<file path="config.mk">
export PLATFORM = sky130hd
export DESIGN_NAME = lane_sequencer
export DESIGN_NICKNAME = d
export VERILOG_FILES = /design/src/lane_seq_pkg.sv /design/src/lane_seq_if.sv /design/src/req_intake.sv /design/src/opreq_slots.sv /design/src/lane_issue.sv /design/src/lane_sequencer.sv
export SDC_FILE = /design/constraint.sdc
export NUM_CORES = 1
export LEC_CHECK = 0
export BUFFER_PORTS_ARGS = -buffer_cell sky130_fd_sc_hd__buf_2
export CAP_MARGIN = 20
export CORE_MARGIN = 5
export CORE_UTILIZATION = 45
export CTS_BUF_LIST = sky130_fd_sc_hd__clkbuf_4
export DETAILED_ROUTE_END_ITERATION = 10
export GPL_TIMING_DRIVEN = 0
export PLACE_DENSITY = 0.71
export SYNTH_ARGS = -nofsm -noshare
export SYNTH_HDL_FRONTEND = slang
export SYNTH_SLANG_ARGS = --single-unit
</file>
<file path="constraint.sdc">
create_clock -name clk_i -period 6.1 [get_ports clk_i]
set_input_delay 0.61 -clock clk_i [delete_from_list [all_inputs] [get_ports clk_i]]
set_output_delay 0.61 -clock clk_i [all_outputs]
set_load 0.02 [all_outputs]
</file>
<file path="src/lane_seq_pkg.sv">
/*
 * Lane sequencer package
 * Lane count, field widths, unit codes and operand slot indices
 */
package lane_seq_pkg;

  //////////////////////////////
  // Lane geometry
  //////////////////////////////

  localparam int NrLanes = 4;
  localparam int LaneIdW = $clog2(NrLanes);

  //////////////////////////////
  // Instruction fields
  //////////////////////////////

  localparam int NrVInsn = 8;
  localparam int VidW    = $clog2(NrVInsn);
  localparam int VlW     = 16;
  localparam int RegW    = 5;

  // Mask operands are fetched one 64-bit word at a time per lane
  localparam int              ElenBits = 64;
  localparam logic [RegW-1:0] VmaskReg = 5'd0;

  // Functional unit codes
  localparam int              VfuW     = 2;
  localparam logic [VfuW-1:0] VfuAlu   = 2'd0;
  localparam logic [VfuW-1:0] VfuMfpu  = 2'd1;
  localparam logic [VfuW-1:0] VfuStore = 2'd2;

  //////////////////////////////
  // Operand request slots
  //////////////////////////////

  localparam int NrOpQueues = 6;
  localparam int OqAluA     = 0;
  localparam int OqAluB     = 1;
  localparam int OqMfpuA    = 2;
  localparam int OqMfpuB    = 3;
  localparam int OqStA      = 4;
  localparam int OqMaskM    = 5;

  // Bits of one request as held by the intake register
  localparam int ReqW = VidW + VfuW + 2 * VlW + 3 * RegW + 3;

endpackage

</file>
<file path="src/lane_seq_if.sv">
/*
 * Lane sequencer interfaces
 * Accepted request towards issue, and operand commands towards the slots
 */
`timescale 1ns/1ps

interface vinsn_req_if;
  import lane_seq_pkg::*;

  logic            valid;
  logic            ready;
  logic [VidW-1:0] id;
  logic [VfuW-1:0] vfu;
  logic [VlW-1:0]  vl;
  logic [VlW-1:0]  vstart;
  logic [RegW-1:0] vs1;
  logic [RegW-1:0] vs2;
  logic [RegW-1:0] vd;
  logic            vm;
  logic            use_vs1;
  logic            use_vs2;

  modport intake (
    output valid, id, vfu, vl, vstart, vs1, vs2, vd, vm, use_vs1, use_vs2,
    input  ready
  );

  modport issue (
    input  valid, id, vfu, vl, vstart, vs1, vs2, vd, vm, use_vs1, use_vs2,
    output ready
  );

endinterface

interface opreq_if;
  import lane_seq_pkg::*;

  // One-cycle load strobe per slot
  logic [NrOpQueues-1:0]           push;
  logic [NrOpQueues-1:0][VidW-1:0] id;
  logic [NrOpQueues-1:0][RegW-1:0] vs;
  logic [NrOpQueues-1:0][VlW-1:0]  vl;
  logic [NrOpQueues-1:0][VlW-1:0]  vstart;
  // Slot holds a command not yet taken
  logic [NrOpQueues-1:0]           busy;

  modport issue (output push, id, vs, vl, vstart, input busy);
  modport slot (input push, id, vs, vl, vstart, output busy);

endinterface

</file>
<file path="src/req_intake.sv">
/*
 * Request intake
 * Drops repeated broadcasts of one ID and buffers one request, falling through when empty
 */
`timescale 1ns/1ps

module req_intake (
  input  logic                          clk_i,
  input  logic                          rst_ni,
  input  logic                          pe_req_valid_i,
  output logic                          pe_req_ready_o,
  input  logic [lane_seq_pkg::VidW-1:0] pe_req_id_i,
  input  logic [lane_seq_pkg::VfuW-1:0] pe_req_vfu_i,
  input  logic [lane_seq_pkg::VlW-1:0]  pe_req_vl_i,
  input  logic [lane_seq_pkg::VlW-1:0]  pe_req_vstart_i,
  input  logic [lane_seq_pkg::RegW-1:0] pe_req_vs1_i,
  input  logic [lane_seq_pkg::RegW-1:0] pe_req_vs2_i,
  input  logic [lane_seq_pkg::RegW-1:0] pe_req_vd_i,
  input  logic                          pe_req_vm_i,
  input  logic                          pe_req_use_vs1_i,
  input  logic                          pe_req_use_vs2_i,
  vinsn_req_if.intake                   req
);
  import lane_seq_pkg::*;

  logic [VidW-1:0] last_id_q;
  logic            mask_en_q;
  logic            valid_msk;
  logic            accept;

  logic            full_q;
  logic            load;
  logic [ReqW-1:0] word_in;
  logic [ReqW-1:0] word_q;
  logic [ReqW-1:0] word_out;

  //////////////////////////////
  // Duplicate mask
  //////////////////////////////

  // The main sequencer keeps broadcasting an ID until every lane took it,
  // so the same ID is ignored until valid drops
  assign valid_msk = pe_req_valid_i && !(mask_en_q && (pe_req_id_i == last_id_q));
  assign accept    = valid_msk && pe_req_ready_o;

  always_ff @(posedge clk_i or negedge rst_ni) begin
    if (!rst_ni) begin
      last_id_q <= '0;
      mask_en_q <= 1'b0;
    end else if (accept) begin
      last_id_q <= pe_req_id_i;
      mask_en_q <= 1'b1;
    end else if (!pe_req_valid_i) begin
      mask_en_q <= 1'b0;
    end
  end

  //////////////////////////////
  // Fall-through register
  //////////////////////////////

  assign pe_req_ready_o = !full_q || req.ready;

  assign word_in = {pe_req_id_i, pe_req_vfu_i, pe_req_vl_i, pe_req_vstart_i, pe_req_vs1_i,
                    pe_req_vs2_i, pe_req_vd_i, pe_req_vm_i, pe_req_use_vs1_i,
                    pe_req_use_vs2_i};
  assign word_out = full_q ? word_q : word_in;

  assign req.valid = full_q || valid_msk;
  assign {req.id, req.vfu, req.vl, req.vstart, req.vs1, req.vs2, req.vd, req.vm,
          req.use_vs1, req.use_vs2} = word_out;

  // Store the new request unless issue takes it on the way through
  assign load = accept && (full_q || !req.ready);

  always_ff @(posedge clk_i or negedge rst_ni) begin
    if (!rst_ni) begin
      full_q <= 1'b0;
    end else if (load) begin
      full_q <= 1'b1;
    end else if (req.ready) begin
      full_q <= 1'b0;
    end
  end

  always_ff @(posedge clk_i) begin
    if (load) begin
      word_q <= word_in;
    end
  end

endmodule

</file>
<file path="src/opreq_slots.sv">
/*
 * Operand request slots
 * One command register per operand queue, held until the requester takes it
 */
`timescale 1ns/1ps

module opreq_slots (
  input  logic                                                    clk_i,
  input  logic                                                    rst_ni,
  opreq_if.slot                                                   slots,
  input  logic [lane_seq_pkg::NrOpQueues-1:0]                     opreq_ready_i,
  output logic [lane_seq_pkg::NrOpQueues-1:0]                     opreq_valid_o,
  output logic [lane_seq_pkg::NrOpQueues-1:0][lane_seq_pkg::VidW-1:0] opreq_id_o,
  output logic [lane_seq_pkg::NrOpQueues-1:0][lane_seq_pkg::RegW-1:0] opreq_vs_o,
  output logic [lane_seq_pkg::NrOpQueues-1:0][lane_seq_pkg::VlW-1:0]  opreq_vl_o,
  output logic [lane_seq_pkg::NrOpQueues-1:0][lane_seq_pkg::VlW-1:0]  opreq_vstart_o
);
  import lane_seq_pkg::*;

  always_ff @(posedge clk_i or negedge rst_ni) begin
    if (!rst_ni) begin
      opreq_valid_o <= '0;
    end else begin
      // A push refills the slot even when the old command leaves this cycle
      opreq_valid_o <= slots.push | (opreq_valid_o & ~opreq_ready_i);
    end
  end

  always_ff @(posedge clk_i) begin
    for (int q = 0; q < NrOpQueues; q++) begin
      if (slots.push[q]) begin
        opreq_id_o[q]     <= slots.id[q];
        opreq_vs_o[q]     <= slots.vs[q];
        opreq_vl_o[q]     <= slots.vl[q];
        opreq_vstart_o[q] <= slots.vstart[q];
      end
    end
  end

  // Issue stalls on any occupied slot of its unit
  assign slots.busy = opreq_valid_o;

endmodule

</file>
<file path="src/lane_issue.sv">
/*
 * Lane issue stage
 * Splits vl and vstart for this lane, issues the unit operation and operand commands
 */
`timescale 1ns/1ps

module lane_issue (
  input  logic                                clk_i,
  input  logic                                rst_ni,
  input  logic [lane_seq_pkg::LaneIdW-1:0]    lane_id_i,
  vinsn_req_if.issue                          req,
  opreq_if.issue                              oq,
  input  logic [lane_seq_pkg::NrVInsn-1:0]    pe_vinsn_running_i,
  input  logic [lane_seq_pkg::NrVInsn-1:0]    alu_done_i,
  input  logic [lane_seq_pkg::NrVInsn-1:0]    mfpu_done_i,
  output logic [lane_seq_pkg::NrVInsn-1:0]    pe_resp_vinsn_done_o,
  output logic                                vfu_op_valid_o,
  output logic [lane_seq_pkg::VidW-1:0]       vfu_op_id_o,
  output logic [lane_seq_pkg::VfuW-1:0]       vfu_op_vfu_o,
  output logic [lane_seq_pkg::VlW-1:0]        vfu_op_vl_o,
  output logic [lane_seq_pkg::VlW-1:0]        vfu_op_vstart_o,
  output logic [lane_seq_pkg::RegW-1:0]       vfu_op_vd_o,
  output logic                                vfu_op_vm_o,
  output logic                                alu_vinsn_done_o,
  output logic                                mfpu_vinsn_done_o
);
  import lane_seq_pkg::*;

  // Elements of a length-len vector that map to this lane
  function automatic logic [VlW-1:0] lane_share(logic [VlW-1:0] len,
                                                logic [LaneIdW-1:0] lane);
    return (len >> LaneIdW) + VlW'(lane < len[LaneIdW-1:0]);
  endfunction

  // len divided by 2**sh, rounded up
  function automatic logic [VlW-1:0] ceil_shift(logic [VlW-1:0] len, int sh);
    logic [VlW-1:0] rem_mask;
    rem_mask = (VlW'(1) << sh) - VlW'(1);
    return (len >> sh) + VlW'(|(len & rem_mask));
  endfunction

  logic [VlW-1:0]     lane_vl;
  logic [VlW-1:0]     lane_vstart;
  logic [VlW-1:0]     sta_vl;
  logic [VlW-1:0]     mask_vl;
  logic               unit_busy;
  logic               fire;
  logic               is_arith;
  logic               mute;
  logic               op_valid_d;
  logic [NrVInsn-1:0] id_vec;
  logic [NrVInsn-1:0] running_q;
  logic [NrVInsn-1:0] running_now;

  //////////////////////////////
  // Lane share
  //////////////////////////////

  assign lane_vl     = lane_share(req.vl, lane_id_i);
  assign lane_vstart = lane_share(req.vstart, lane_id_i);
  // Stores and mask words leave the lane, so every lane asks for the rounded-up count
  assign sta_vl      = ceil_shift(req.vl, LaneIdW);
  assign mask_vl     = ceil_shift(req.vl, $clog2(NrLanes * ElenBits));

  //////////////////////////////
  // Stall and issue
  //////////////////////////////

  always_comb begin
    case (req.vfu)
      VfuAlu:   unit_busy = oq.busy[OqAluA] || oq.busy[OqAluB] || oq.busy[OqMaskM];
      VfuMfpu:  unit_busy = oq.busy[OqMfpuA] || oq.busy[OqMfpuB] || oq.busy[OqMaskM];
      VfuStore: unit_busy = oq.busy[OqStA] || oq.busy[OqMaskM];
      default:  unit_busy = 1'b0;
    endcase
  end

  assign req.ready   = !(req.valid && unit_busy);
  assign running_now = running_q & pe_vinsn_running_i;
  // A request whose ID still runs is taken and dropped
  assign fire        = req.valid && req.ready && !running_now[req.id];
  assign is_arith    = (req.vfu == VfuAlu) || (req.vfu == VfuMfpu);
  // No elements in this lane, so the ALU or FPU has nothing to do
  assign mute        = fire && is_arith && (lane_vl == '0);
  assign op_valid_d  = fire && !mute;
  assign id_vec      = NrVInsn'(1) << req.id;

  //////////////////////////////
  // Operand commands
  //////////////////////////////

  always_comb begin
    for (int q = 0; q < NrOpQueues; q++) begin
      oq.id[q]     = req.id;
      oq.vs[q]     = req.vs1;
      oq.vl[q]     = lane_vl;
      oq.vstart[q] = lane_vstart;
    end
    oq.vs[OqAluB]  = req.vs2;
    oq.vs[OqMfpuB] = req.vs2;
    oq.vs[OqMaskM] = VmaskReg;
    oq.vl[OqStA]   = sta_vl;
    oq.vl[OqMaskM] = mask_vl;

    oq.push = '0;
    if (fire) begin
      case (req.vfu)
        VfuAlu: begin
          oq.push[OqAluA] = req.use_vs1;
          oq.push[OqAluB] = req.use_vs2;
        end
        VfuMfpu: begin
          oq.push[OqMfpuA] = req.use_vs1;
          oq.push[OqMfpuB] = req.use_vs2;
        end
        VfuStore: oq.push[OqStA] = req.use_vs1;
        default: ;
      endcase
      oq.push[OqMaskM] = !req.vm && (is_arith || (req.vfu == VfuStore));
    end
  end

  //////////////////////////////
  // Operation and tracking
  //////////////////////////////

  always_ff @(posedge clk_i or negedge rst_ni) begin
    if (!rst_ni) begin
      running_q            <= '0;
      vfu_op_valid_o       <= 1'b0;
      pe_resp_vinsn_done_o <= '0;
      alu_vinsn_done_o     <= 1'b0;
      mfpu_vinsn_done_o    <= 1'b0;
    end else begin
      running_q            <= running_now | (op_valid_d ? id_vec : '0);
      vfu_op_valid_o       <= op_valid_d;
      // Muted work is reported done together with the units' completions
      pe_resp_vinsn_done_o <= alu_done_i | mfpu_done_i | (mute ? id_vec : '0);
      alu_vinsn_done_o     <= |alu_done_i;
      mfpu_vinsn_done_o    <= |mfpu_done_i;
    end
  end

  always_ff @(posedge clk_i) begin
    if (fire) begin
      vfu_op_id_o     <= req.id;
      vfu_op_vfu_o    <= req.vfu;
      vfu_op_vl_o     <= lane_vl;
      vfu_op_vstart_o <= lane_vstart;
      vfu_op_vd_o     <= req.vd;
      vfu_op_vm_o     <= req.vm;
    end
  end

endmodule

</file>
<file path="src/lane_sequencer.sv">
/*
 * Lane sequencer
 * Request intake, issue stage and operand request slots of one lane
 */
`timescale 1ns/1ps

module lane_sequencer (
  input  logic                                                    clk_i,
  input  logic                                                    rst_ni,
  input  logic [lane_seq_pkg::LaneIdW-1:0]                        lane_id_i,
  // Broadcast from the main sequencer
  input  logic                                                    pe_req_valid_i,
  output logic                                                    pe_req_ready_o,
  input  logic [lane_seq_pkg::VidW-1:0]                           pe_req_id_i,
  input  logic [lane_seq_pkg::VfuW-1:0]                           pe_req_vfu_i,
  input  logic [lane_seq_pkg::VlW-1:0]                            pe_req_vl_i,
  input  logic [lane_seq_pkg::VlW-1:0]                            pe_req_vstart_i,
  input  logic [lane_seq_pkg::RegW-1:0]                           pe_req_vs1_i,
  input  logic [lane_seq_pkg::RegW-1:0]                           pe_req_vs2_i,
  input  logic [lane_seq_pkg::RegW-1:0]                           pe_req_vd_i,
  input  logic                                                    pe_req_vm_i,
  input  logic                                                    pe_req_use_vs1_i,
  input  logic                                                    pe_req_use_vs2_i,
  input  logic [lane_seq_pkg::NrVInsn-1:0]                        pe_vinsn_running_i,
  output logic [lane_seq_pkg::NrVInsn-1:0]                        pe_resp_vinsn_done_o,
  // Functional units
  output logic                                                    vfu_op_valid_o,
  output logic [lane_seq_pkg::VidW-1:0]                           vfu_op_id_o,
  output logic [lane_seq_pkg::VfuW-1:0]                           vfu_op_vfu_o,
  output logic [lane_seq_pkg::VlW-1:0]                            vfu_op_vl_o,
  output logic [lane_seq_pkg::VlW-1:0]                            vfu_op_vstart_o,
  output logic [lane_seq_pkg::RegW-1:0]                           vfu_op_vd_o,
  output logic                                                    vfu_op_vm_o,
  input  logic [lane_seq_pkg::NrVInsn-1:0]                        alu_done_i,
  input  logic [lane_seq_pkg::NrVInsn-1:0]                        mfpu_done_i,
  output logic                                                    alu_vinsn_done_o,
  output logic                                                    mfpu_vinsn_done_o,
  // Operand requester
  output logic [lane_seq_pkg::NrOpQueues-1:0]                     opreq_valid_o,
  input  logic [lane_seq_pkg::NrOpQueues-1:0]                     opreq_ready_i,
  output logic [lane_seq_pkg::NrOpQueues-1:0][lane_seq_pkg::VidW-1:0] opreq_id_o,
  output logic [lane_seq_pkg::NrOpQueues-1:0][lane_seq_pkg::RegW-1:0] opreq_vs_o,
  output logic [lane_seq_pkg::NrOpQueues-1:0][lane_seq_pkg::VlW-1:0]  opreq_vl_o,
  output logic [lane_seq_pkg::NrOpQueues-1:0][lane_seq_pkg::VlW-1:0]  opreq_vstart_o
);

  vinsn_req_if u_req_if ();
  opreq_if     u_oq_if ();

  req_intake u_intake (
    .clk_i            (clk_i),
    .rst_ni           (rst_ni),
    .pe_req_valid_i   (pe_req_valid_i),
    .pe_req_ready_o   (pe_req_ready_o),
    .pe_req_id_i      (pe_req_id_i),
    .pe_req_vfu_i     (pe_req_vfu_i),
    .pe_req_vl_i      (pe_req_vl_i),
    .pe_req_vstart_i  (pe_req_vstart_i),
    .pe_req_vs1_i     (pe_req_vs1_i),
    .pe_req_vs2_i     (pe_req_vs2_i),
    .pe_req_vd_i      (pe_req_vd_i),
    .pe_req_vm_i      (pe_req_vm_i),
    .pe_req_use_vs1_i (pe_req_use_vs1_i),
    .pe_req_use_vs2_i (pe_req_use_vs2_i),
    .req              (u_req_if.intake)
  );

  lane_issue u_issue (
    .clk_i                (clk_i),
    .rst_ni               (rst_ni),
    .lane_id_i            (lane_id_i),
    .req                  (u_req_if.issue),
    .oq                   (u_oq_if.issue),
    .pe_vinsn_running_i   (pe_vinsn_running_i),
    .alu_done_i           (alu_done_i),
    .mfpu_done_i          (mfpu_done_i),
    .pe_resp_vinsn_done_o (pe_resp_vinsn_done_o),
    .vfu_op_valid_o       (vfu_op_valid_o),
    .vfu_op_id_o          (vfu_op_id_o),
    .vfu_op_vfu_o         (vfu_op_vfu_o),
    .vfu_op_vl_o          (vfu_op_vl_o),
    .vfu_op_vstart_o      (vfu_op_vstart_o),
    .vfu_op_vd_o          (vfu_op_vd_o),
    .vfu_op_vm_o          (vfu_op_vm_o),
    .alu_vinsn_done_o     (alu_vinsn_done_o),
    .mfpu_vinsn_done_o    (mfpu_vinsn_done_o)
  );

  opreq_slots u_slots (
    .clk_i          (clk_i),
    .rst_ni         (rst_ni),
    .slots          (u_oq_if.slot),
    .opreq_ready_i  (opreq_ready_i),
    .opreq_valid_o  (opreq_valid_o),
    .opreq_id_o     (opreq_id_o),
    .opreq_vs_o     (opreq_vs_o),
    .opreq_vl_o     (opreq_vl_o),
    .opreq_vstart_o (opreq_vstart_o)
  );

endmodule

</file>
==> reports/summary.md <==
Clocking
- 343 — number of sinks driven by the clock tree
- 0.07 ns — clock-pin transition on the worst setup and hold timing paths
- yes — clock tree from TritonCTS
- 3 — buffers from clock root to sink, at most
- 83 — cts bufs inserted
- 0 — post-CTS setup-driven buffer insertion count
- clkbuf_4 — clock tree root buffer cell
- 3 — CTS H-tree lvls
- 0 — Resized Gates After CTS
- 0.69 ns — clock latency at the later pin of the worst-skew pair

Place
- 0.317 ns — pre-CTS worst setup slack
- 1507 — count of placed standard cells including taps
- 365 — number of input and output port buffers inserted
- 0.849 — placer's final routability congestion estimate
- 24700 um — detailed-placement wirelength estimate

Power
- 0.339 — switching fraction of total power
- 0.292 — part of the total power dissipated in combinational logic
- 0.463 — sequential group share of total power
- 5.08 mW — Power Internal
- 0.371 mV — Peak supply drop
- 7.68 mW — total power consumption of the routed design
- 2.61 mW — Switch Pwr
- 462 nW/um^2 — power density over the cells
- 0.245 — clock share of power
- 6.55 nW — leakage power total

Critical path
- 6.00 ns — arrival time of the worst setup path
- 18 — depth of the worst register-to-register path
- flop to flop — critical path start-end classification
- 35 — peak fanout along the critical path
- u_intake.full_q — Critical Path Source
- 0.44 ns — register-to-register setup slack
- flop — category of the worst setup path capture point
- u_slots.opreq_vl_o[54] — terminus of the critical flop-to-flop path
- u_slots.opreq_vl_o[54] — end point of the critical path
- flop — launching element type of the critical path
- u_intake.full_q — r2r startpoint
- 6.45 ns — critical path data required time

Timing
- 177 MHz — top achievable clock speed
- 0.418 — Worst slew margin
- 0 — final number of max-transition violations
- 0.442 ns — post-layout worst setup margin
- 5.66 ns — min cycle time layout
- no — RSZ-0062 raised after global routing
- 0 — final setup violating endpoints
- 0.873 ns — worst-margin pin slew
- 0 — number of endpoints with negative hold slack in the final report
- 0.927 — portion of the clock cycle consumed by the worst path in the final layout
- 0.0761 ns — skew final

Yosys
- 0.0143 — adder-cell share of the synthesized area
- edfxtp_1 (73%), dfrtp_1 (5.8%), mux2_2 (2.4%), xnor2_1 (1.6%), buf_4 (1.5%) — dominant cells by area after synthesis
- 0.784 — Seq/Total Area, Yosys
- 0.0602 — Post-Synth Simple-Gate Area
- edfxtp_1 — Yosys top cell by area
- 727 — Synth Instances
- 13000 um^2 — summed instance area of the synthesized netlist
- 0 — Yosys Warn Count
- 0.726 — share of Yosys cell area claimed by the top area cell type
- 0.0875 — fraction of registers with async set or reset after synthesis
- 313 — number of enable-type register cells in the synthesized netlist
- 0.0297 — area share of xor/xnor cells in the synthesized design
- 343 — register bit total from synthesis
- edfxtp_1 — prevailing post-synth register cell
- 0.0435 — mux cell area share after synthesis
- 0.0429 — share of the synthesized area in compound gates (AO/OA/AOI/OAI)
- 17.8 um^2 — mean instance size in the synthesized netlist
- simple AND/OR/NAND/NOR gates — main combinational cell family by area after synthesis
- 55 — post-synthesis cell type count

GRT
- 8595 — number of global-route vias before repair
- 0 — total global routing overflow
- 0.202 — Tot GR Track Use
- 9 — number of antenna violations at the first check in global routing
- 50700 um — first-pass GRT wire length
- 36 — pin count of the biggest net entering global routing

Floorplan
- 180 um — DIE WIDTH
- 28500 um^2 — total core area
- 0.454 — Initial Util
- 62 — number of core rows
- 391 — total I/O pin count
- 180 um — height of the chip
- 32300 um^2 — full die area

Route
- 20.4 um — detail-routed net length per standard cell
- 0 — number of antenna-violating nets in the routed design
- 0 — DRC
- 4.98 — vias per std cell
- 5 — DRT Pass-1 Iters
- 8275 — total via count after detailed routing
- 456 — number of DRC markers in iteration 0
- 33800 um — total wire length after detailed routing

Final layout
- 1660 — final cell count without fillers
- 2350 — number of inserted filler cells in the final layout
- 0.461 — layout cell share with drive strength beyond 1
- 1313 — final layout net count
- 28.3% — Layout area overhead
- 0.582 — share of the core filled with cells in the final layout

Outcome
- complete, no violations — result of the run

Worst hold path
- input pin to flop — worst min-delay path class

Run
- 0 — maxcap violations

state kept, by name, indices dropped and copies added (netlist names), 5 cells and up:
register and cells:
u_issue.vfu_op_vl_o 15, u_issue.vfu_op_vstart_o 15, u_slots.opreq_id_o 18, u_slots.opreq_vs_o 25
u_issue.vfu_op_vd_o 5, u_slots.opreq_vl_o 84, u_issue.pe_resp_vinsn_done_o 8, u_slots.opreq_vstart_o 90
u_issue.running_q 8, u_slots.opreq_valid_o 6, u_intake.word_q 55
cell usage in the layout (no fill, tap or decap), drive strengths merged, types with 18 or more instances in the layout:
cell and count:
buf 411, xor2 20, dfrtp 30, xnor2 24
mux2 30, clkinv 27, conb 25, nor2 34
edfxtp 313, nand2 38, mux2i 21, nand3 18
clkbuf 115
power groups by stage:
stage	logic [mW]	registers (mW)	clock network, mW
after floorplan	0.959	4.01	0
after global routing	2.40	3.60	2.09
after detailed placement	2.26	3.61	0
after global placement	2.16	3.64	0
final	2.24	3.56	1.88
after CTS	2.27	3.56	1.95
worst min-delay path by stage:
stage	startpoint	endpoint	slack [ns]	cells past startpoint
5_1_grt	pe_req_vstart_i[15]	u_intake.word_q[33]	0.03	1
4_1_cts	pe_req_vstart_i[15]	u_intake.word_q[33]	0.03	1
3_5_place_dp	u_issue.running_q[0]	u_issue.running_q[0]	0.47	2
2_1_floorplan	rst_ni	u_intake.full_q	0.31	0
3_3_place_gp	u_issue.running_q[0]	u_issue.running_q[0]	0.47	2
6_report	pe_req_vstart_i[15]	u_intake.word_q[33]	0.10	1
routing by layer:
metal | global-route usage | vias up | wire length [um]
met3 | 0.0742 | 52 | 3240
met4 | 0.0692 | 8 | 639
li1 | - | 3769 | -
met5 | 0 | - | 45
met1 | 0.244 | 3993 | 13300
met2 | 0.338 | 453 | 16600
timing repair:
item                       in CTS  in global routing
hold endpoints to repair       25                  0
setup endpoints to repair       0                  0
hold buffers                    1                  0
cells in the mapped netlist, types with 4 or more instances:
cell type,instances
dfrtp_1,30
buf_2,10
mux2i_1,19
buf_4,26
o31ai_1,16
nand4b_1,5
o21a_1,4
mux2_2,28
a32oi_1,8
nor2b_1,10
and3_1,7
xnor2_1,24
and2_1,7
edfxtp_1,313
ha_1,14
nor2_1,33
nand2_1,38
o21ai_0,4
nor4_1,5
o211ai_1,5
or3_1,4
nand3_1,17
a21oi_1,15
xor2_1,20
inv_1,13
a32o_1,10
metrics by stage:
stage	setup TNS (ns)	cell area, um^2	hold slack [ns]
floorplan	0	13000	0.314
global placement	-301.23	15400	0.468
detailed placement	0	15500	0.474
CTS	0	16600	0.0269
global route	0	16600	0.0285
finish	0	16600	0.103
worst max-delay path, stage by stage (launching register included):
cell	delay, ns
dfrtp_1	0.36
buf_2	0.24
buf_6	0.21
buf_2	0.22
buf_4	0.21
buf_2	0.32
buf_2	0.36
mux2i_1	0.35
inv_1	0.13
ha_1	0.27
o21ai_0	0.10
and4b_1	0.21
nor3_1	0.10
nor2_1	0.27
o21a_1	0.29
buf_2	0.49
buf_12	0.29
and3_2	0.63
buf_12	0.27
cells by family after synthesis:
family / Yosys count
mux: 51
fa+ha+maj: 15
compound gates: 73
simple gates: 147
other cells: 1
xor+xnor: 44
flops: 343
buf+inv: 53
final cells by class:
| cell class | count | area, um^2 | area share |
|---|---|---|---|
| Clock buffer | 115 | 863 | 0.0519 |
| Antenna cell | 5 | 12.5 | 0.000753 |
| Sequential cell | 343 | 10100 | 0.611 |
| Timing Repair Buffer | 373 | 1980 | 0.119 |
| Clock inverter | 32 | 223 | 0.0134 |
| Buffer | 39 | 279 | 0.0168 |
| Inverter | 14 | 52.6 | 0.00316 |
| Tap cell | 384 | 480 | 0.0289 |
| Multi-Input combinational cell | 355 | 2580 | 0.155 |
Power figures use the tool's default switching activity.
